### src/logic/fsab_pkg.sv
// Bus constants, cache geometry and packed bus structs shared by every instruction cache module.
`default_nettype none

package fsab_pkg;

	// Fetch address is split as tag [31:10], index [9:6], beat [5:3], half [2].
	localparam int ic_tag_w  = 22;
	localparam int ic_idx_w  = 4;
	localparam int ic_beat_w = 3;

	localparam int ic_lines = 16;
	localparam int ic_words = 128; // One entry per {line, beat}.

	// Bus field widths.
	localparam int fsab_addr_w = 31;
	localparam int fsab_data_w = 64;
	localparam int fsab_len_w  = 4;
	localparam int fsab_mask_w = 8;
	localparam int fsab_did_w  = 4;
	localparam int fsab_mode_w = 1;

	// Outbound credit pool.
	localparam int fsab_credits_w = 3;
	localparam logic [fsab_credits_w-1:0] fsab_initial_credits = 3'd4;

	localparam logic [fsab_mode_w-1:0] fsab_read = 1'b0;

	// IDs that replies must carry to be taken by this cache.
	localparam logic [fsab_did_w-1:0] fsab_did_cpu       = 4'h0;
	localparam logic [fsab_did_w-1:0] fsab_subdid_icache = 4'h1;

	localparam logic [fsab_len_w-1:0] ic_fill_len = 4'd8; // Beats per line.

	typedef logic [ic_tag_w-1:0]    ic_tag_t;
	typedef logic [fsab_data_w-1:0] ic_word_t;

	// Outbound request, qualified by a separate valid.
	typedef struct packed {
		logic [fsab_mode_w-1:0] mode;
		logic [fsab_did_w-1:0]  did;
		logic [fsab_did_w-1:0]  subdid;
		logic [fsab_addr_w-1:0] addr;
		logic [fsab_len_w-1:0]  len;
		logic [fsab_data_w-1:0] data;
		logic [fsab_mask_w-1:0] mask;
	} fsab_req_t;

	// Inbound reply beat.
	typedef struct packed {
		logic [fsab_did_w-1:0]  did;
		logic [fsab_did_w-1:0]  subdid;
		logic [fsab_data_w-1:0] data;
	} fsab_rsp_t;

endpackage

`default_nettype wire

### src/logic/fsab_credit_counter.sv
// Counts outbound bus credits for the instruction cache and flags when a request may be sent.
`timescale 1ns/1ps
`default_nettype none

module fsab_credit_counter import fsab_pkg::*; (
	input  wire  clk,
	input  wire  arst_n,
	input  wire  spend, // Request sent this cycle.
	input  wire  give,  // Credit returned by the bus.
	output logic credit_avail
);

	logic [fsab_credits_w-1:0] count;

	always_ff @(posedge clk or negedge arst_n) begin
		if (!arst_n) begin
			count <= fsab_initial_credits;
		end else begin
			// A spend and a give in one cycle cancel out.
			case ({give, spend})
				2'b10:   count <= count + 1'b1;
				2'b01:   count <= count - 1'b1;
				default: count <= count;
			endcase
		end
	end

	assign credit_avail = (count != '0);

	// Fill control must hold its request while the pool is empty.
	spend_needs_credit: assert property (
		@(posedge clk) disable iff (!arst_n)
		spend |-> (count != '0)
	) else $error("Bus request sent with no credit left.");

	// The bus never returns more credits than were handed out.
	count_bounded: assert property (
		@(posedge clk) disable iff (!arst_n)
		count <= fsab_initial_credits
	) else $error("Credit count above its initial value.");

endmodule

`default_nettype wire

### config.mk
export PLATFORM = sky130hd
export DESIGN_NAME = fsab_credit_counter
export DESIGN_NICKNAME = d
export VERILOG_FILES = /design/src/logic/fsab_pkg.sv /design/src/logic/fsab_credit_counter.sv
export SDC_FILE = /design/constraint.sdc
export NUM_CORES = 1
export LEC_CHECK = 0
export BUFFER_PORTS_ARGS = -buffer_cell sky130_fd_sc_hd__buf_2
export CORE_AREA = 2 2 39 41
export DETAILED_ROUTE_END_ITERATION = 7
export DIE_AREA = 0 0 41 43
export GPL_ROUTABILITY_DRIVEN = 1
export PLACE_DENSITY_LB_ADDON = 0.08
export SLEW_MARGIN = 20
export SYNTH_ARGS = -nofsm -noshare
export SYNTH_HDL_FRONTEND = slang
export SYNTH_SLANG_ARGS = --single-unit
### constraint.sdc
create_clock -name clk -period 1.29 [get_ports clk]
set_clock_uncertainty 0.15 [all_clocks]
set_input_delay 0.258 -clock clk [delete_from_list [all_inputs] [get_ports clk]]
set_output_delay 0.258 -clock clk [all_outputs]
set_load 0.1 [all_outputs]
==> results of run 1 <==
## synth_stat cells
| cell | instances |
|---|---|
| dfrtp_1 | 2 |
| dfstp_2 | 1 |
| fa_1 | 1 |
| ha_1 | 1 |
| inv_1 | 1 |
| mux2_2 | 1 |
| nor2_1 | 1 |
| or3_1 | 1 |
| xnor2_1 | 2 |
| xor2_1 | 1 |
## kinds of logic (layout without fill, tap and decap cells)
| group | after synthesis | in the layout | synth area share [%] |
|---|---|---|---|
| xor+xnor | 3 | 3 | 16.4 |
| flops | 3 | 3 | 47.7 |
| fa+ha+maj | 2 | 2 | 20.3 |
| simple gates | 2 | 2 | 6.25 |
| mux | 1 | 1 | 7.03 |
| buf+inv | 1 | 15 | 2.34 |
## what timing repair did
item | 4_1_cts | 5_1_grt
hold buffers | 1 | 0
endpoints found under the setup margin | 3 | 3
setup buffers | 2 | 0
pin swaps | 3 | 2
gates resized for setup | 5 | 2
hold endpoints to repair | 3 | 0
## critical path, stage by stage, from the launching register on
cell     delay, ns
dfstp_2       0.36
or3_4         0.39
buf_12        0.17
## through the flow
step,cell area (µm²),util [%],instances,setup TNS (ns),total power (µW)
5_1_grt,329,23.8,42,-0.802,889
4_1_cts,319,23.1,42,-0.691,825
3_3_place_gp,249,18.0,35,-0.688,547
3_5_place_dp,249,18.0,35,-0.688,546
6_report,329,23.8,42,-0.674,835
2_1_floorplan,186,-,12,-0.240,447
## layer usage
metal,vias up,GRT usage [%],part of all wire (%)
met5,-,0,0
met4,0,10.0,0
met3,0,0,4.5
met2,4,6.88,53
met1,62,5.81,42
li1,65,-,-
## worst paths after layout
check | cells after the start | end | start | slack (ns)
worst max register to register | 5 | count[2]$_DFFE_PN1P_ | count[1]$_DFFE_PN0P_ | -0.22
max in group asynchronous | 2 | count[2]$_DFFE_PN1P_ | arst_n | 0.59
worst max-delay path | 2 | credit_avail | count[2]$_DFFE_PN1P_ | -0.27
worst min register to register | 2 | count[2]$_DFFE_PN1P_ | count[2]$_DFFE_PN1P_ | 0.47
worst min-delay path | 2 | count[0]$_DFFE_PN0P_ | arst_n | 0.21
min in group clk | 3 | count[0]$_DFFE_PN0P_ | spend | 0.23
## where the power goes
| group | internal [µW] | switching [µW] |
|---|---|---|
| logic | 274 | 216 |
| registers | 158 | 26.0 |
| clock network | 116 | 45.5 |
| total | 548 | 288 |
## layout make-up
class	count	area share, %
Sequential cell	3	23.2
Clock buffer	4	7.98
Tap cell	16	6.08
Inverter	1	1.90
Timing Repair Buffer	10	26.2
Multi-Input combinational cell	8	34.6
==> flow_summary.toml, run 1 <==
[sta]
hold_violations = 0
slew_viol_final = 0
setup_viol_count_final = 3
tightest_slew_ns = 0.124
period_needed_ns = 1.56
relSlewSlack_pct = 91.7
rsz0062_at_grt = "true"
hold_slack_ns = 0.211
post-route-period-util_pct = 121
timing.final.ws_setup_ns = -0.267
fmax_mhz = 642

[placement]
routabilityCongestion = 0.583
port_buffers = 4
dp_slack_ns = -0.258

[route]
final_antenna_net_count = 0
first_iter_violations = 0
wirelength_um = 312
dr_total_vias = 131
dr.pass1.iters = 1
wl_per_cell_um = 7.43
drc = 0
avgViaCountPerCell = 3.12

[worst_setup_path]
endpoint_kind = "output pin"
start_kind = "flop"
cp_max_fo = 2
cp.required_ns = 0.88
cp_data_arrival_time_ns = 1.15
crit_type = "flop to output pin"

[die]
initial_core_util_pct = 11.6
ios = 5
rows = 14
die_w_um = 41
dieArea_um2 = 1760
core_um2 = 1380
die_h_um = 43

[layout]
mostFrequentLayoutCell = "buf_4"
reg_top3 = "count (3)"
final_cell_mix = "buf_4 (4), clkbuf_4 (3), buf_2 (3)"
fillers = 156
area_growth_pct = 105
drive_above_1_share_pct = 76.9
n_antenna_cell = 0
finalNetCount = 33
seqCellArea_um2 = 76.3
largest_reg_flops = 3
regMostFlops = "count"
multiInputGateArea_um2 = 114

[power]
vdd.ir_drop.worst_mv = 0.581
p_leak_uw = 0.000147
power_per_cell_area_nw_per_um2 = 2540

[clock_tree]
cts_root_buffer = "clkbuf_4"
tritoncts = "done"
clkLatencyLatePin_ns = 0.23
cts_made_buffers = 3
cts_sinks = 3
clk_pin_slew_ns = 0.04
clk_path_buf_depth = 2
htreeDepth = 1

[logic_synthesis]
syn_inst = 12
yosys_warnings = 0
syn_nets = 18
synth_area_leaders = "dfrtp_1 (31%), dfstp_2 (16%), fa_1 (13%)"
syn_area_um2 = 160
yosysTopAreaCellShare_pct = 31.3
synth_cell_types = 10
synth_top_area_cell = "dfrtp_1"
ys_seq_area_share_pct = 47.7
syn_avg_cell_area_um2 = 13.3
ys_seq_elements = 3

[global_routing]
grt_max_degree = 4
grt_pass1_vias = 168
antenna_found_initial = 0
track_usage_pct = 5.53
gr-total-overflow = 0
grt_pass1_wl_um = 565

[flow_run]
maxCapViolCount = 0

[min_path]
hp-class = "primary input to async pin"

[run_status]
violations = "setup timing"
status = "complete, but fails checks"
Power figures use the tool's default switching activity.
==> inputs of run 2 (changes only) <==
--- a/config.mk
+++ b/config.mk
@@ -6,6 +6,8 @@
 export NUM_CORES = 1
 export LEC_CHECK = 0
 export BUFFER_PORTS_ARGS = -buffer_cell sky130_fd_sc_hd__buf_2
+export CELL_PAD_IN_SITES_DETAIL_PLACEMENT = 0
+export CELL_PAD_IN_SITES_GLOBAL_PLACEMENT = 2
 export CORE_AREA = 2 2 39 41
 export DETAILED_ROUTE_END_ITERATION = 7
 export DIE_AREA = 0 0 41 43
==> run 2 against run 1 <==
  * The run still ends with setup timing left
  * Fmax decreased by 1.3%
  * Power down 10%
  * Cell count fell by 4.8%
  * Register-to-register slack worse by 0.02 ns
  * Global-route usage decreased by 0.70 points
  * Via count shrank 6.9%
  * Utilization down 2.0 points
  * Count of clock-buffer cells in the layout stayed put
  * Hold slack got worse by 0.013 ns
  * Combinational power shrank 21%
  * Worst setup slack worse by 0.021 ns
  * Highest routed layer unchanged
==> flow_summary.toml, run 2 (synthesis results as in run 1) <==
[sta]
relSlewSlack_pct = 91.1
timing.final.ws_setup_ns = -0.288
tightest_slew_ns = 0.133
setup_viol_count_final = 3
period_needed_ns = 1.58
rsz0062_at_grt = "true"
hold_violations = 0
fmax_mhz = 634
post-route-period-util_pct = 122
slew_viol_final = 0

[layout]
seqCellArea_um2 = 77.6
finalNetCount = 31
multiInputGateArea_um2 = 104
layoutNonFillerInstCount = 40
drive_above_1_share_pct = 70.8
utilization_pct = 21.8
fillers = 150
regMostFlops = "count"
largest_reg_flops = 3
area_growth_pct = 88.3
reg_top3 = "count (3)"
n_antenna_cell = 0
final_cell_mix = "clkbuf_4 (3), buf_2 (3), buf_4 (3)"

[die]
initial_core_util_pct = 11.6
dieArea_um2 = 1760
core_um2 = 1380
die_h_um = 43
die_w_um = 41
rows = 14
ios = 5

[power]
p_leak_uw = 0.000130
combPwrFrac_pct = 52.0
internal_power_uw = 483
vdd.ir_drop.worst_mv = 0.468
clockPowerShare_pct = 22.0
switching_share_pct = 35.6
power_per_cell_area_nw_per_um2 = 2490
seq_power_share_pct = 26.1
power_switching_uw = 267

[flow_run]
maxCapViolCount = 0

[route]
final_antenna_net_count = 0
dr_total_vias = 122
wl_per_cell_um = 7.98
drc = 0
drt-met1-wl_um = 122
wl_met3_um = 30
dr.max_layer_used = "met3"
first_iter_violations = 1
met2_length_um = 166
wirelength_um = 319
avgViaCountPerCell = 3.05
dr.pass1.iters = 2

[clock_tree]
tritoncts = "done"
clk_pin_slew_ns = 0.04
cts_made_buffers = 3
clk_path_buf_depth = 2
cts_sinks = 3
htreeDepth = 1
cts_root_buffer = "clkbuf_4"
clkLatencyLatePin_ns = 0.23

[global_routing]
grt_pass1_wl_um = 469
antenna_found_initial = 0
gr-total-overflow = 0
grt_pass1_vias = 106
grt_max_degree = 4
track_usage_pct = 4.83

[worst_setup_path]
endpoint_kind = "output pin"
crit_cells = 2
rr_endpoint = "count[2]$_DFFE_PN1P_"
cp_data_arrival_time_ns = 1.17
reg2reg_from = "count[0]$_DFFE_PN0P_"
path_cells = "or3_4, buf_12"
crit_type = "flop to output pin"
cp.buffers_inverters = 1
cp_top_family = "flip-flops"
startpoint = "count[0]$_DFFE_PN0P_"
r2r_slack_ns = -0.24
cp_max_fo = 2
reg2reg_depth = 5
critical-path-max-stage-delay_ns = 0.39
start_kind = "flop"
cp.required_ns = 0.88
crit_end = "credit_avail"
cp_slowest_cell = "dfrtp_2"

[min_path]
hp-class = "primary input to async pin"

[run_status]
violations = "setup timing"
status = "complete, but fails checks"

[placement]
port_buffers = 4
placed_cells = 34
routabilityCongestion = 0.563
[run 2: cell count changes in the layout (fill, tap and decap cells not counted), sizes merged]
cell  delta
buf      -2
[run 2: timing repair]
action	in CTS	in global routing
gates resized for setup	5	0
hold buffers	1	0
endpoints found under the hold margin	3	0
pin swaps	1	0
buffers inserted	1	0
gates cloned	0	0
setup endpoints to repair	3	3
[run 2: how the worst min path moves through the flow]
stage,end,depth (start not counted),slack [ns]
after floorplan,count[0]$_DFFE_PN0P_,0,-0.19
after global placement,count[1]$_DFFE_PN0P_,1,-0.09
after detailed placement,count[1]$_DFFE_PN0P_,1,-0.09
after CTS,count[1]$_DFFE_PN0P_,2,0.20
after global routing,count[1]$_DFFE_PN0P_,2,0.20
final,count[1]$_DFFE_PN0P_,2,0.20
[run 2: power by group through the flow]
| stage | clock (µW) | combinational, µW | sequential, µW |
|---|---|---|---|
| 2_1_floorplan | 0 | 248 | 200 |
| 5_1_grt | 183 | 422 | 205 |
| 3_5_place_dp | 0 | 306 | 214 |
| 4_1_cts | 175 | 397 | 198 |
| 3_3_place_gp | 0 | 308 | 215 |
| 6_report | 165 | 390 | 195 |
[run 2: per-stage QoR]
stage / hold WS, ns / total power [µW] / area (µm²) / setup slack [ns] / TNS [ns]
floorplan: -0.188 / 447 / 186 / -0.0979 / -0.240
global placement: -0.0931 / 523 / 241 / -0.253 / -0.708
detailed placement: -0.0915 / 520 / 241 / -0.259 / -0.709
CTS: 0.198 / 770 / 302 / -0.303 / -0.783
global route: 0.199 / 810 / 302 / -0.318 / -0.883
finish: 0.198 / 750 / 302 / -0.288 / -0.751
[run 2: per-layer routing]
layer,track usage [%],up-vias
met4,6.00,0
met3,3.14,0
li1,-,61
met2,5.63,5
met5,0,-
met1,4.85,56
[run 2: final cells by class]
| type | instances | area share [%] |
|---|---|---|
| Multi-Input combinational cell | 8 | 34.4 |
| Sequential cell | 3 | 25.7 |
| Timing Repair Buffer | 8 | 22.4 |
| Clock buffer | 4 | 8.71 |
| Tap cell | 16 | 6.64 |
| Inverter | 1 | 2.07 |
[run 2: worst reg2reg max path, delay by kind of cell (launching register included)]
family / cells / cell delay (ns)
simple gates: 1 / 0.12
fa+ha+maj: 1 / 0.38
xor+xnor: 2 / 0.28
buf+inv: 1 / 0.15
flops: 1 / 0.39
