$ cat src/logic/fsab_pkg.sv
// Bus constants, cache geometry and packed bus structs shared by every instruction cache module.
`default_nettype none

package fsab_pkg;

	// Fetch address is split as tag [31:10], index [9:6], beat [5:3], half [2].
	localparam int ic_tag_w  = 22;
	localparam int ic_idx_w  = 4;
	localparam int ic_beat_w = 3;

	localparam int ic_lines = 16;
	localparam int ic_words = 128; // One entry per {line, beat}.

	// Bus field widths.
	localparam int fsab_addr_w = 31;
	localparam int fsab_data_w = 64;
	localparam int fsab_len_w  = 4;
	localparam int fsab_mask_w = 8;
	localparam int fsab_did_w  = 4;
	localparam int fsab_mode_w = 1;

	// Outbound credit pool.
	localparam int fsab_credits_w = 3;
	localparam logic [fsab_credits_w-1:0] fsab_initial_credits = 3'd4;

	localparam logic [fsab_mode_w-1:0] fsab_read = 1'b0;

	// IDs that replies must carry to be taken by this cache.
	localparam logic [fsab_did_w-1:0] fsab_did_cpu       = 4'h0;
	localparam logic [fsab_did_w-1:0] fsab_subdid_icache = 4'h1;

	localparam logic [fsab_len_w-1:0] ic_fill_len = 4'd8; // Beats per line.

	typedef logic [ic_tag_w-1:0]    ic_tag_t;
	typedef logic [fsab_data_w-1:0] ic_word_t;

	// Outbound request, qualified by a separate valid.
	typedef struct packed {
		logic [fsab_mode_w-1:0] mode;
		logic [fsab_did_w-1:0]  did;
		logic [fsab_did_w-1:0]  subdid;
		logic [fsab_addr_w-1:0] addr;
		logic [fsab_len_w-1:0]  len;
		logic [fsab_data_w-1:0] data;
		logic [fsab_mask_w-1:0] mask;
	} fsab_req_t;

	// Inbound reply beat.
	typedef struct packed {
		logic [fsab_did_w-1:0]  did;
		logic [fsab_did_w-1:0]  subdid;
		logic [fsab_data_w-1:0] data;
	} fsab_rsp_t;

endpackage

`default_nettype wire

$ cat src/logic/icache_fill_ctrl.sv
// Miss handling FSM that issues the line read and writes the returning beats, used by the cache top level.
`timescale 1ns/1ps
`default_nettype none

module icache_fill_ctrl import fsab_pkg::*; (
	input  wire                  clk,
	input  wire                  arst_n,
	input  wire [31:0]           rd_addr,
	input  wire                  rd_req,
	input  wire                  hit,
	input  wire                  credit_avail,
	input  wire                  bus_rsp_valid,
	input  wire fsab_rsp_t       bus_rsp,
	output logic                 bus_req_valid,
	output fsab_req_t            bus_req,
	output logic                 fill_we,
	output logic [ic_idx_w-1:0]  fill_idx,
	output logic [ic_beat_w-1:0] fill_beat,
	output ic_word_t             fill_word,
	output logic                 line_done,
	output ic_tag_t              fill_tag,
	output logic                 line_invalidate
);

	typedef enum logic {
		st_idle,
		st_fill
	} fill_state_t;

	fill_state_t                       state;
	logic [ic_tag_w+ic_idx_w-1:0]      line_addr; // Tag and index of the line in flight.
	logic [ic_beat_w-1:0]              beat_cnt;
	logic                              start_fill;
	logic                              rsp_match;

	// Only one miss at a time, and only with a credit in hand.
	assign start_fill = (state == st_idle) && rd_req && !hit && credit_avail;

	assign rsp_match = bus_rsp_valid
		&& (bus_rsp.did == fsab_did_cpu)
		&& (bus_rsp.subdid == fsab_subdid_icache);

	// Line-aligned burst read, issued in the miss cycle itself.
	always_comb begin
		bus_req        = '0;
		bus_req.mode   = fsab_read;
		bus_req.did    = fsab_did_cpu;
		bus_req.subdid = fsab_subdid_icache;
		bus_req.addr   = {rd_addr[30:6], 6'b000000};
		bus_req.len    = ic_fill_len;
	end

	assign bus_req_valid   = start_fill;
	assign line_invalidate = start_fill;

	// While idle the index comes straight from the core, so the
	// invalidate hits the right line before it is latched.
	assign fill_idx  = (state == st_idle) ? rd_addr[9:6] : line_addr[ic_idx_w-1:0];
	assign fill_tag  = line_addr[ic_tag_w+ic_idx_w-1:ic_idx_w];
	assign fill_beat = beat_cnt;
	assign fill_word = bus_rsp.data;
	assign fill_we   = (state == st_fill) && rsp_match;
	assign line_done = fill_we && (beat_cnt == '1); // Eighth beat.

	always_ff @(posedge clk or negedge arst_n) begin
		if (!arst_n) begin
			state    <= st_idle;
			beat_cnt <= '0;
		end else begin
			case (state)
				st_idle: begin
					if (start_fill) begin
						state    <= st_fill;
						beat_cnt <= '0;
					end
				end
				st_fill: begin
					if (fill_we) begin
						beat_cnt <= beat_cnt + 1'b1;
					end
					if (line_done) begin
						state <= st_idle;
					end
				end
				default: state <= st_idle;
			endcase
		end
	end

	always_ff @(posedge clk) begin
		if (start_fill) begin
			line_addr <= rd_addr[31:6];
		end
	end

	// Replies for this cache only come back for a burst it asked for.
	no_reply_when_idle: assert property (
		@(posedge clk) disable iff (!arst_n)
		rsp_match |-> (state == st_fill)
	) else $error("Reply beat for the cache with no fill in flight.");

endmodule

`default_nettype wire

$ cat config.mk
export PLATFORM = sky130hd
export DESIGN_NAME = icache_fill_ctrl
export DESIGN_NICKNAME = d
export VERILOG_FILES = /design/src/logic/fsab_pkg.sv /design/src/logic/icache_fill_ctrl.sv
export SDC_FILE = /design/constraint.sdc
export NUM_CORES = 1
export LEC_CHECK = 0
export ABC_AREA = 0
export BUFFER_PORTS_ARGS = -buffer_cell sky130_fd_sc_hd__buf_2
export CORE_AREA = 5 5 122 124
export DETAILED_ROUTE_END_ITERATION = 7
export DIE_AREA = 0 0 127 129
export GPL_ROUTABILITY_DRIVEN = 0
export GPL_TIMING_DRIVEN = 0
export SLEW_MARGIN = 20
export SYNTH_ARGS = -nofsm -noshare
export SYNTH_HDL_FRONTEND = slang
export SYNTH_SLANG_ARGS = --single-unit
$ cat constraint.sdc
create_clock -name clk -period 2.4 [get_ports clk]
set_input_delay 0.72 -clock clk [delete_from_list [all_inputs] [get_ports clk]]
set_output_delay 0.72 -clock clk [all_outputs]
set_load 0.05 [all_outputs]
==> metrics list, run 1 <==
* Simple-gate area share of the yosys netlist: 0.0420
* Initial DRT Pass Iterations: 3
* Area contributors post-synth: sky130_fd_sc_hd__buf_4, sky130_fd_sc_hd__edfxtp_1, sky130_fd_sc_hd__dfrtp_1
- The core region is 0.0137 mm².
* F_max: around 430 MHz
- Critical path startpoint category: input port
* Combinational power share: 0.450
- Across the run, the number of max-cap violations was 0.
- The synthesized-area fraction occupied by ao, oa, aoi and oai cells came to 0.00189.
- Xor and xnor area share after synthesis: 0
- Net switching component of the power: between 0.9 and 1 mW
* Post-synth top area share: 0.575
* Die area: 0.0164 mm²
- Async set or reset register ratio after synthesis: 0.133
- Summed over all instances, the cell type with the most area after synthesis is sky130_fd_sc_hd__buf_4.
* Minimum setup slack in the final design: 0.0609 ns
* Relative contribution of the clock network to total power: 0.282
- In this run the horizontal extent of the chip is 127 µm.
* Fraction of final layout cells sized beyond drive strength 1: 0.735
- Maximum clock skew at final layout: 0.00289 ns
- In this run the power density over the cells is 507 mW/mm².
* Proportion of synthesized area in mux cells: 0.0283
* Pint: 1.22 mW
- The netlist uses 17 different library cells.
- Setup repair after global routing left no endpoint under its margin.
- Wire length after detailed routing: 7.29 mm
- The path class of the tightest hold or removal check is input port to asynchronous set/reset pin.
- CTS root buf: sky130_fd_sc_hd__clkbuf_16
- In the post-synthesis netlist, the cell with the most instances is sky130_fd_sc_hd__buf_4.
- Overall fraction of global-route tracks in use: 0.0736
- Pre-CTS worst setup slack: -0.401 ns
- Of the total power, registers draw 0.268.
- Dividing the synthesized area by the synthesized cell count gives between 10 and 15 µm².
- Clock tree from TritonCTS: yes
- Critical path's slowest cell: sky130_fd_sc_hd__nor4b_4
* Final Net Count: 632
- Largest vdd supply drop: between 0.0003 and 0.0004 V
- The clock passes through at most 2 buffers.
- Number of synthesized register bits: 30
- The H-tree was split into 2 levels.
- Entering global routing, the biggest net connects 15 pins.
- In the routed design, unresolved DRC markers number 0.
- Remaining antenna violation count: 0
- Cell area after placement: 0.00404 mm²
* Final setup vio count: 0
- Status: finished clean
* Maximum fanout encountered on the critical timing path: 2
- Clock-pin slew was measured on the worst setup and hold paths at 0.05 ns.
- Number of global-route vias before repair: approximately 1800
- The worst setup path is captured at an output pin.
- 323 I/O pins were placed.
- Number of instances in the synthesized netlist: 261
- Hpwl dp: 6.44 mm
- Cell area after technology mapping: 0.00265 mm²
- The share of the Yosys chip area taken by registers is 0.332.
- Start of the worst register-to-register path: state$_DFF_PN0_
- Among all flip-flop cells after synthesis, the most frequent one is sky130_fd_sc_hd__edfxtp_1.
- The largest single stage delay on the critical path is 0.29 ns.
* Number of buffers created by CTS: 5
- Crit-path cells: buf_2 > nor4b_4 > and4_2 > clkbuf_4
- By area, the combinational part of the netlist is dominated by buffers and inverters.
- Detailed-route vias per instance: 2.92
- Yosys mapped a number of flops with a built-in enable equal to 26.
* Crit path time final: 2.34 ns
- Sw frac: 0.427
* Average routed wire per standard cell: ~10 µm
- Relative to the synthesized area, the layout overhead comes to 58.5%.
- The filler cells instantiated in the layout total between 1000 and 1500.
- Detailed Route Iter0 Violations: 15
* Starting density of the core: 0.194
* Launching element of the worst setup path: bus_rsp[69]
- Across all layers, the routed design uses 2050 vias.
* Headroom to the max-slew limit: 0.526
- Pwr Total: 2.13 mW
- The die is 129 µm tall.
* Static leakage: 2.47 nW
- The first global-routing pass estimated between 9 and 10 mm of wire.
- Clock latency reported for the late side of the worst-skew pair: ~0.27 ns
- Number of buffers added on ports: around 160
- The tightest hold path in the finished design has a slack of ~0.24 ns.
- Antenna violations before repair: 0
- Total inserted antenna cells: 0
* Total clock sinks: 30
- Part of the cycle the worst path needs: 0.975
* Most frequent cells after synthesis: sky130_fd_sc_hd__buf_4, sky130_fd_sc_hd__edfxtp_1, sky130_fd_sc_hd__nand2_1, sky130_fd_sc_hd__dfrtp_1, sky130_fd_sc_hd__mux2_2
- Fin. Hold Viols: 0
- Data arrival at the endpoint of the critical path: 1.62 ns
* Worst Setup Path Type: input port to output pin
* Ys Warns: 0
- Area of all placed cells without fillers: 0.00420 mm²
- For the worst setup path, the data required time is about 1.7 ns.
- After floorplanning, the core was divided into 43 placement rows.
- Of the total synthesized cell area, the portion taken by full adders, half adders and majority gates is 0.00944.
- After global routing the overflow that remains totals 0.
- The final count of pins violating max slew was 0.
- Slew of the pin with the lowest slew margin: 0.706 ns
* CTS Hold Bufs: 0
-- through the flow --
| step | util | cells | TNS [ns] |
|---|---|---|---|
| 6_report | 0.307 | 701 | 0 |
| 5_1_grt | 0.307 | 701 | 0 |
| 4_1_cts | 0.307 | 701 | 0 |
| 3_5_place_dp | 0.296 | 691 | -0.711 |
| 3_3_place_gp | 0.296 | 691 | -0.696 |
| 2_1_floorplan | - | 350 | -0.107 |
-- layout by cell type (no fill, tap or decap), drive strengths merged --
cell type / Yosys / final
nor2b: 1 / 1
ha: 2 / 2
conb: 2 / 91
inv: 3 / 2
buf: 204 / 363
or2b: 1 / 1
clkinv: 0 / 2
nand4bb: 1 / 1
nand3: 1 / 1
clkbuf: 0 / 9
dfrtp: 4 / 4
mux2i: 3 / 3
edfxtp: 26 / 26
mux2: 4 / 4
o21ai: 1 / 1
clkinvlp: 0 / 2
nand2: 5 / 5
nor4b: 2 / 2
and4: 1 / 1
-- metal layers --
layer	wire, µm	vias to the layer above	share of wire	GRT usage
met3	1180	6	0.16	0.0353
li1	-	1048	-	-
met4	69	0	0.0095	0.0189
met1	2110	834	0.29	0.0687
met5	0	-	0	0
met2	3940	162	0.54	0.143
-- area by class of cell --
| cell class | instances | area (µm²) | area share |
|---|---|---|---|
| well taps | 180 | 225 | 0.0536 |
| repair inverters | 1 | 5.00 | 0.00119 |
| inverters | 3 | 15.0 | 0.00357 |
| flip-flops and latches | 30 | 881 | 0.210 |
| plain buffers | 204 | 1540 | 0.367 |
| clock buffers | 6 | 129 | 0.0307 |
| clock inverters | 2 | 8.76 | 0.00208 |
| repair buffers | 162 | 821 | 0.195 |
| multi-input cells | 113 | 574 | 0.137 |
-- cell families after synthesis --
group	count (synthesis)
compound gates	1
fa+ha+maj	2
mux	7
simple gates	12
buf+inv	207
flops	30
other cells	2
-- power by group through the flow --
stage / logic, mW / registers [mW] / clock network (mW)
after floorplan: 0.833 / 0.586 / 0
after global placement: 0.952 / 0.581 / 0
after detailed placement: 0.955 / 0.581 / 0
after CTS: 0.955 / 0.570 / 0.628
after global routing: 1.00 / 0.570 / 0.645
final: 0.959 / 0.570 / 0.602
-- worst max-delay path, delay by kind of cell --
kind / cells / cell delay, ns
buffers and inverters: 2 / 0.34
and+or+nand+nor: 2 / 0.56
-- registers in the layout, summed over array words and instances, names as in the netlist --
name,cells
state,1
fill_beat,3
line_addr,26
-- path summary, 6_finish.rpt --
path	end	slack, ns	cells after the start
setup reg to reg	line_addr[4]$_DFFE_PP_	0.62	3
max in group asynchronous	fill_beat[2]$_DFFE_PN0P_	2.04	1
hold reg to reg	fill_beat[2]$_DFFE_PN0P_	0.56	2
hold / removal	state$_DFF_PN0_	0.24	1
min in group clk	fill_beat[2]$_DFFE_PN0P_	0.56	2
setup / recovery	line_done	0.06	4
-- timing repair --
action | CTS | global route
hold endpoints to repair | 0 | 0
buffers inserted | 1 | 0
gates cloned | 1 | 0
resized for setup | 0 | 3
setup endpoints to repair | 2 | 3
Power figures use the tool's default switching activity.
==> inputs of run 2 (changes only) <==
--- a/config.mk
+++ b/config.mk
@@ -5,13 +5,15 @@
 export SDC_FILE = /design/constraint.sdc
 export NUM_CORES = 1
 export LEC_CHECK = 0
-export ABC_AREA = 0
+export ABC_AREA = 1
 export BUFFER_PORTS_ARGS = -buffer_cell sky130_fd_sc_hd__buf_2
 export CORE_AREA = 5 5 122 124
+export CTS_CLUSTER_DIAMETER = 40
 export DETAILED_ROUTE_END_ITERATION = 7
 export DIE_AREA = 0 0 127 129
 export GPL_ROUTABILITY_DRIVEN = 0
 export GPL_TIMING_DRIVEN = 0
+export MAX_ROUTING_LAYER = met4
 export SLEW_MARGIN = 20
 export SYNTH_ARGS = -nofsm -noshare
 export SYNTH_HDL_FRONTEND = slang
==> run 2 against run 1 <==
Against the previous run:
- first-iteration DRC count rose by 80%
- clock-buffer cell count fell by 1
- setup slack improved by 0.038 ns
- cell count rose by 4.7%
- combinational power rose by 30%
- fmax rose by 1.7%
==> metrics list, run 2 <==
- The register with the most flip-flops in the layout has 26 of them.
- Required time at the endpoint of the critical path: ~1.7 ns
* First-pass GRT wire length: 9.96 mm
* Met3 Routed Length: approximately 970 µm
- The synthesized design contains 26 enable-type register cells.
* Clock tree from TritonCTS: yes
- Number of buffers added on ports: 161
- Number of instances in the synthesized netlist: 293
* Crit end category: output pin
- Max capacitance violation total: 0
- Post-synth top area share: 0.562
- The final layout contains 665 nets.
* Commonest non-fill, non-tap cell in the layout: sky130_fd_sc_hd__buf_4
- Maximum clock skew at final layout: 0.00304 ns
- Headroom to the max-slew limit: 0.554
* Critical path startpoint category: input port
- The highest layer touched by signal routing is met4.
- Of the cells placed in the final design, the portion with a size suffix greater than 1 is 0.693.
* Ys Warns: 0
* Hpwl dp: 6.83 mm
- Most area-hungry cell type in the Yosys netlist: sky130_fd_sc_hd__buf_4
- Part of the cycle the worst path needs: 0.959
* Detailed-route vias per instance: a little under 3
- Most used flip-flop cell after synthesis: sky130_fd_sc_hd__edfxtp_1
- Leading cell types in the layout, fill and taps excluded: sky130_fd_sc_hd__buf_4, sky130_fd_sc_hd__buf_2, sky130_fd_sc_hd__conb_1, sky130_fd_sc_hd__nand2_1, sky130_fd_sc_hd__edfxtp_1
- Fill cell count: 1501
* Area of the core: 0.0137 mm²
* Worst Setup Path Type: input port to output pin
- Fin. Hold Viols: 0
- In this run the critical register-to-register path is captured at line_addr[19]$_DFFE_PP_.
- For this design the static power due to leakage is 2.58 nW.
- GRT overflow: 0
- Counting buffers and inverters, the worst setup path is 6 cells deep.
- Worst path bufs/invs: 4
* Chip width: 127 µm
- Clock-pin slew was measured on the worst setup and hold paths at ~0.050 ns.
- Summing all multi-input logic gate instances after layout gives 584 µm².
* Placed insts: 723
* Worst setup path end: line_invalidate
- The final count of pins violating max slew is 0.
- In this run the mean area of a mapped cell was 9.25 µm².
* Number of buffers created by CTS: 5
- For this run, the total global-route usage over all layers was measured as 0.0790.
* Total power per unit cell area: 602 mW/mm²
* CTS Buffer Depth: 2
- The clock drives 30 sinks.
* Most flop-heavy register: line_addr
* Number of different library cells in the post-synthesis netlist: 16
- Remaining antenna violation count: 0
* F_max: 435 MHz
- Entering global routing, the biggest net connects 15 pins.
- CTS root buf: sky130_fd_sc_hd__clkbuf_16
- Setup repair after global routing left no endpoint under its margin.
- Area contributors post-synth: sky130_fd_sc_hd__buf_4, sky130_fd_sc_hd__edfxtp_1, sky130_fd_sc_hd__nand2_1
- Timing analysis after detailed placement gives a worst setup slack of -0.354 ns.
- Maximum fanout encountered on the critical timing path: 7
* Num rows: 43
* Post-route non-filler standard cell count: 734
- CP top delay family: buffers and inverters
- Detailed routing inserted a total of 2134 vias.
- On the critical path, the stage with the largest delay is an instance of sky130_fd_sc_hd__clkbuf_4.
- Number of global-route vias before repair: 1890
- From bottom edge to top edge, the die measures 129 µm.
- After detailed routing, the wire length on met1 is roughly 2.6 mm.
- Crit path time final: 2.30 ns
* Largest vdd supply drop: 0.000559 V
- Relative to the synthesized area, the layout overhead comes to 57.5%.
- In this run the count of I/O pins placed on the die edge is 323.
- Total Neg Setup Slack: 0 ns
- Async set or reset register ratio after synthesis: 0.133
* CTS H-tree depth: 2
* Length in cells of the worst reg-to-reg path: 4
- Setup violations remaining at the end of the flow were counted as 0.
- The path class of the tightest hold or removal check is input port to asynchronous set/reset pin.
* Starting density of the core: 0.198
- Sequential cell area in the final layout: 881 µm²
* Antenna violations before repair: 0
- Average routed wire per standard cell: between 10 and 15 µm
- # DRC: 0
- Setup slack on the worst reg-to-reg path comes out at 0.71 ns.
- STA puts the critical path data arrival time at 1.58 ns.
- The routed design uses about 3.9 mm of met2 wire.
- The signal on the critical path passes through buf_2 > nor2_2 > nand3_4 > clkinvlp_4 > buf_6 > clkbuf_4.
- Detailed Route Iter0 Violations: 27
- The startpoint identified for the worst register-to-register timing path is state$_DFF_PN0_.
* Minimum setup slack in the final design: 0.0991 ns
- Number of synthesized register bits: 30
- Clock latency on the worst-skew pair, taken at its later pin, is approximately 0.27 ns.
- Longest individual stage delay on the worst path: 0.21 ns
- The first detailed-routing pass took 3 iterations.
* Slew of the pin with the lowest slew margin: 0.665 ns
- For this run, the register share of the synthesized area comes to 0.325.
* Most numerous cell in the Yosys netlist: sky130_fd_sc_hd__buf_4
- Cell area after technology mapping: 0.00271 mm²
- Status: finished clean
* Total inserted antenna cells: 0
- Wire length after detailed routing: 7.55 mm
- Launching element of the worst setup path: hit
* Die area: 0.0164 mm²
- The commonest cells after synthesis are sky130_fd_sc_hd__buf_4, sky130_fd_sc_hd__nand2_1, sky130_fd_sc_hd__edfxtp_1, sky130_fd_sc_hd__inv_1, sky130_fd_sc_hd__nor2_1.
## run 2: cell types whose count changed after synthesis, sizes merged, moves of 2 or more
cell	previous run	this run
nand2	5	29
nor4b	2	0
inv	3	12
mux2	4	0
nor2	0	8
mux2i	3	0
nand3	1	6
## run 2: area by class of cell
type,count,area share
clock buffer,5,0.0293
multi-input combinational,136,0.137
tap,180,0.0527
inverter,12,0.0114
clock inverter,3,0.00937
sequential,30,0.206
timing repair inverter,1,0.00117
buffer,204,0.360
timing repair buffer,163,0.193
## run 2: cells by family (layout without fill, tap and decap cells)
| family | after synthesis | count (layout) | share of synthesized area |
|---|---|---|---|
| buf+inv | 216 | 388 | 0.583 |
| simple gates | 43 | 43 | 0.0803 |
| flops | 30 | 30 | 0.325 |
| fa+ha+maj | 2 | 2 | 0.00923 |
| other cells | 2 | 91 | 0.00277 |
## run 2: timing repair
action | in CTS | in global routing
gates resized for setup | 0 | 1
setup buffers | 2 | 0
gates cloned | 1 | 0
endpoints found under the setup margin | 2 | 1
hold buffers | 0 | 0
## run 2: power by group
| group | switching [mW] | total, mW | internal (mW) |
|---|---|---|---|
| Sequential | 0.0234 | 0.626 | 0.602 |
| Combinational | 0.904 | 1.25 | 0.347 |
| Clock | 0.209 | 0.693 | 0.484 |
## run 2: how the worst min path moves through the flow
stage                                to   start
2_1_floorplan  fill_beat[0]$_DFFE_PN0P_  arst_n
3_3_place_gp   fill_beat[1]$_DFFE_PN0P_  arst_n
3_5_place_dp   fill_beat[1]$_DFFE_PN0P_  arst_n
4_1_cts        fill_beat[1]$_DFFE_PN0P_  arst_n
5_1_grt        fill_beat[1]$_DFFE_PN0P_  arst_n
6_report       fill_beat[1]$_DFFE_PN0P_  arst_n
## run 2: through the flow
stage               hold slack [ns]  utilization  instance area (µm²)  power [mW]
floorplan                     0.424            -                 3050        1.70
finish                        0.248        0.313                 4270        2.57
detailed placement            0.534        0.299                 4080        1.88
global route                  0.245        0.313                 4270        2.68
global placement              0.533        0.299                 4080        1.88
CTS                           0.243        0.312                 4270        2.59
## run 2: metal layers
layer | GRT usage | up-vias
met5 | - | -
met4 | 0.0208 | 0
met3 | 0.0245 | 5
met2 | 0.139 | 153
met1 | 0.0864 | 849
li1 | - | 1127
==> inputs of run 3 (changes only) <==
--- a/config.mk
+++ b/config.mk
@@ -8,6 +8,7 @@
 export ABC_AREA = 1
 export BUFFER_PORTS_ARGS = -buffer_cell sky130_fd_sc_hd__buf_2
 export CORE_AREA = 5 5 122 124
+export CTS_BUF_LIST = sky130_fd_sc_hd__clkbuf_4 sky130_fd_sc_hd__clkbuf_8
 export CTS_CLUSTER_DIAMETER = 40
 export DETAILED_ROUTE_END_ITERATION = 7
 export DIE_AREA = 0 0 127 129
==> run 3 against run 2 <==
Against the previous run:
- setup slack better by 0.057 ns
- design area decreased by 0.62%
- non-clock buffer count is 4 higher
- sequential power about the same
- critical endpoint is now line_done
- largest power group unchanged
- highest routed layer unchanged
==> metrics list, run 3 (synthesis gave the netlist of run 2 again) <==
- Area growth from synthesis to final layout: 56.6%
* Launching element of the worst setup path: bus_rsp[65]
- Number of global-route vias before repair: between 1500 and 2000
- For this configuration, the core starts out at a cell density of 0.198.
* Vias post-DR: 2161
- The min-delay analysis places its worst path in the category input port to asynchronous set/reset pin.
- Largest vdd supply drop: ~0.00048 V
- Area of the core: between 0.01 and 0.015 mm²
- The root buffer cell chosen for the clock tree is sky130_fd_sc_hd__clkbuf_8.
- The library cell used most frequently in the layout, excluding fill and tap cells, is sky130_fd_sc_hd__buf_4.
- Buffers inserted to repair hold after CTS numbered 0.
- Summed over all cells, the static leakage comes to 2.57 nW.
- On the final layout, the worst clock skew is approximately 0.0028 ns.
* Status: finished clean
* Die area: approximately 0.016 mm²
- Leading cell types in the layout, fill and taps excluded: sky130_fd_sc_hd__buf_4, sky130_fd_sc_hd__buf_2, sky130_fd_sc_hd__conb_1, sky130_fd_sc_hd__nand2_1, sky130_fd_sc_hd__edfxtp_1
- At the pin with the least slew margin, the transition time is 0.663 ns.
- # DRC: 0
* Maximum fanout encountered on the critical timing path: 3
- The H-tree generated during clock tree synthesis spans 2 levels.
* Length in cells of the worst reg-to-reg path: 5
- Fin. Hold Viols: 0
- Required time at the endpoint of the critical path: approximately 1.7 ns
- Clock-pin slew reported for the worst setup and hold paths after clock tree synthesis: roughly 0.060 ns
* F_max: 446 MHz
* Max FFs per register: 26
* Core occupancy in the finished layout: 0.311
- Top Ports: between 300 and 400
* RR Endpoint: line_addr[25]$_DFFE_PP_
- Dividing the final minimum period by the clock period gives 0.935.
- Chip width: 127 µm
- Final number of max-transition violations: 0
* Critical path startpoint category: input port
* WHS: 0.240 ns
- The first global-routing pass estimated 10.0 mm of wire.
- The finished layout holds 738 standard cells, fillers aside.
* CTS Buffer Depth: 2
- Die outline height: 129 µm
- Setup repair after global routing missed its margin: false
- The clock drives 30 sinks.
- Number of buffers created by CTS: 5
- For this run, the post-layout net count is 669.
* GRT overflow: 0
- By startpoint and endpoint, the worst setup path is classified as input port to output pin.
- Area of all placed cells without fillers: 0.00425 mm²
* Max capacitance violation total: 0
- After detailed routing, the number of vias per cell comes to 2.93.
* Hpwl dp: 6.83 mm
- Summed over all layers, the routed wires come to 7.58 mm.
* Remaining antenna violation count: 0
* Total power per unit cell area: 558 mW/mm²
- For the finished layout, the period the worst path requires is 2.24 ns.
* Num rows: 43
- Final setup vio count: 0
* Headroom to the max-slew limit: 0.555
* Total Neg Setup Slack: 0 ns
- Data arrives at the worst endpoint at about 1.5 ns.
* Fraction of final layout cells sized beyond drive strength 1: 0.695
* Start of the worst register-to-register path: state$_DFF_PN0_
- Crit end category: output pin
- Entering global routing, the biggest net connects 15 pins.
- Placed insts: approximately 720
* Number of buffers added on ports: roughly 160
- Clock latency reported for the late side of the worst-skew pair: 0.27 ns
* Reg-to-reg setup timing slack: 0.60 ns
* Most flop-heavy register: line_addr
- In the global route stage, overall resource usage came out at 0.0791.
* Clock tree from TritonCTS: yes
- Initial DRT Pass Iterations: 4
- The repair_antennas step left the layout with diodes totalling 0.
- The number of antenna violations at the first check in global routing is 0.
- The first routing iteration left 30 violations.
- Cell area after placement: 0.00408 mm²
- Average routed wire per standard cell: 10.3 µm
-- run 3: cell types whose count changed in the layout (fill, tap and decap cells not counted), sizes merged --
cell	delta
buf	+4
-- run 3: timing repair --
action	CTS	global route
setup buffers	1	5
cloned	1	0
pin swaps	0	1
endpoints found under the setup margin	2	1
resized for setup	0	1
-- run 3: worst max-delay path, stage by stage --
cell	delay, ns
sky130_fd_sc_hd__buf_2	0.10
sky130_fd_sc_hd__inv_1	0.04
sky130_fd_sc_hd__nand2_1	0.11
sky130_fd_sc_hd__nor2_8	0.14
sky130_fd_sc_hd__nand3_1	0.10
sky130_fd_sc_hd__inv_1	0.06
sky130_fd_sc_hd__buf_2	0.26
-- run 3: report_power, final --
| group | internal [mW] | total, mW | leakage, nW | switching [mW] |
|---|---|---|---|---|
| clock | 0.305 | 0.490 | 0.0579 | 0.185 |
| sequential | 0.601 | 0.624 | 0.285 | 0.0231 |
| combinational | 0.350 | 1.25 | 2.23 | 0.905 |
-- run 3: per-stage QoR --
stage	power, mW	setup WS [ns]
after detailed placement	1.88	-0.354
after global placement	1.88	-0.333
after CTS	2.38	0.0209
after global routing	2.48	0.0302
final	2.37	0.156
after floorplan	1.70	-0.0694
-- run 3: routing by layer --
layer / share of wire / routed length, µm / track usage / vias to the layer above
met1: 0.34 / 2620 / 0.0872 / 865
li1: - / - / - / 1135
met2: 0.52 / 3940 / 0.139 / 156
met5: 0 / 0 / - / -
met3: 0.13 / 978 / 0.0245 / 5
met4: 0.0063 / 48 / 0.0208 / 0
-- run 3: how the worst max path moves through the flow --
stage	endpoint	slack, ns	cells past startpoint
6_report	line_done	0.16	7
5_1_grt	line_done	0.03	8
4_1_cts	line_invalidate	0.02	6
3_5_place_dp	line_invalidate	-0.35	5
3_3_place_gp	line_invalidate	-0.33	5
2_1_floorplan	line_invalidate	-0.07	4
-- run 3: final cells by class --
cell class,instances,area (µm²)
fillers,1499,9420
plain buffers,204,1540
flip-flops and latches,30,881
repair buffers,167,853
multi-input cells,136,584
well taps,180,225
clock buffers,5,68.8
inverters,12,48.8
clock inverters,3,40.0
repair inverters,1,5.00
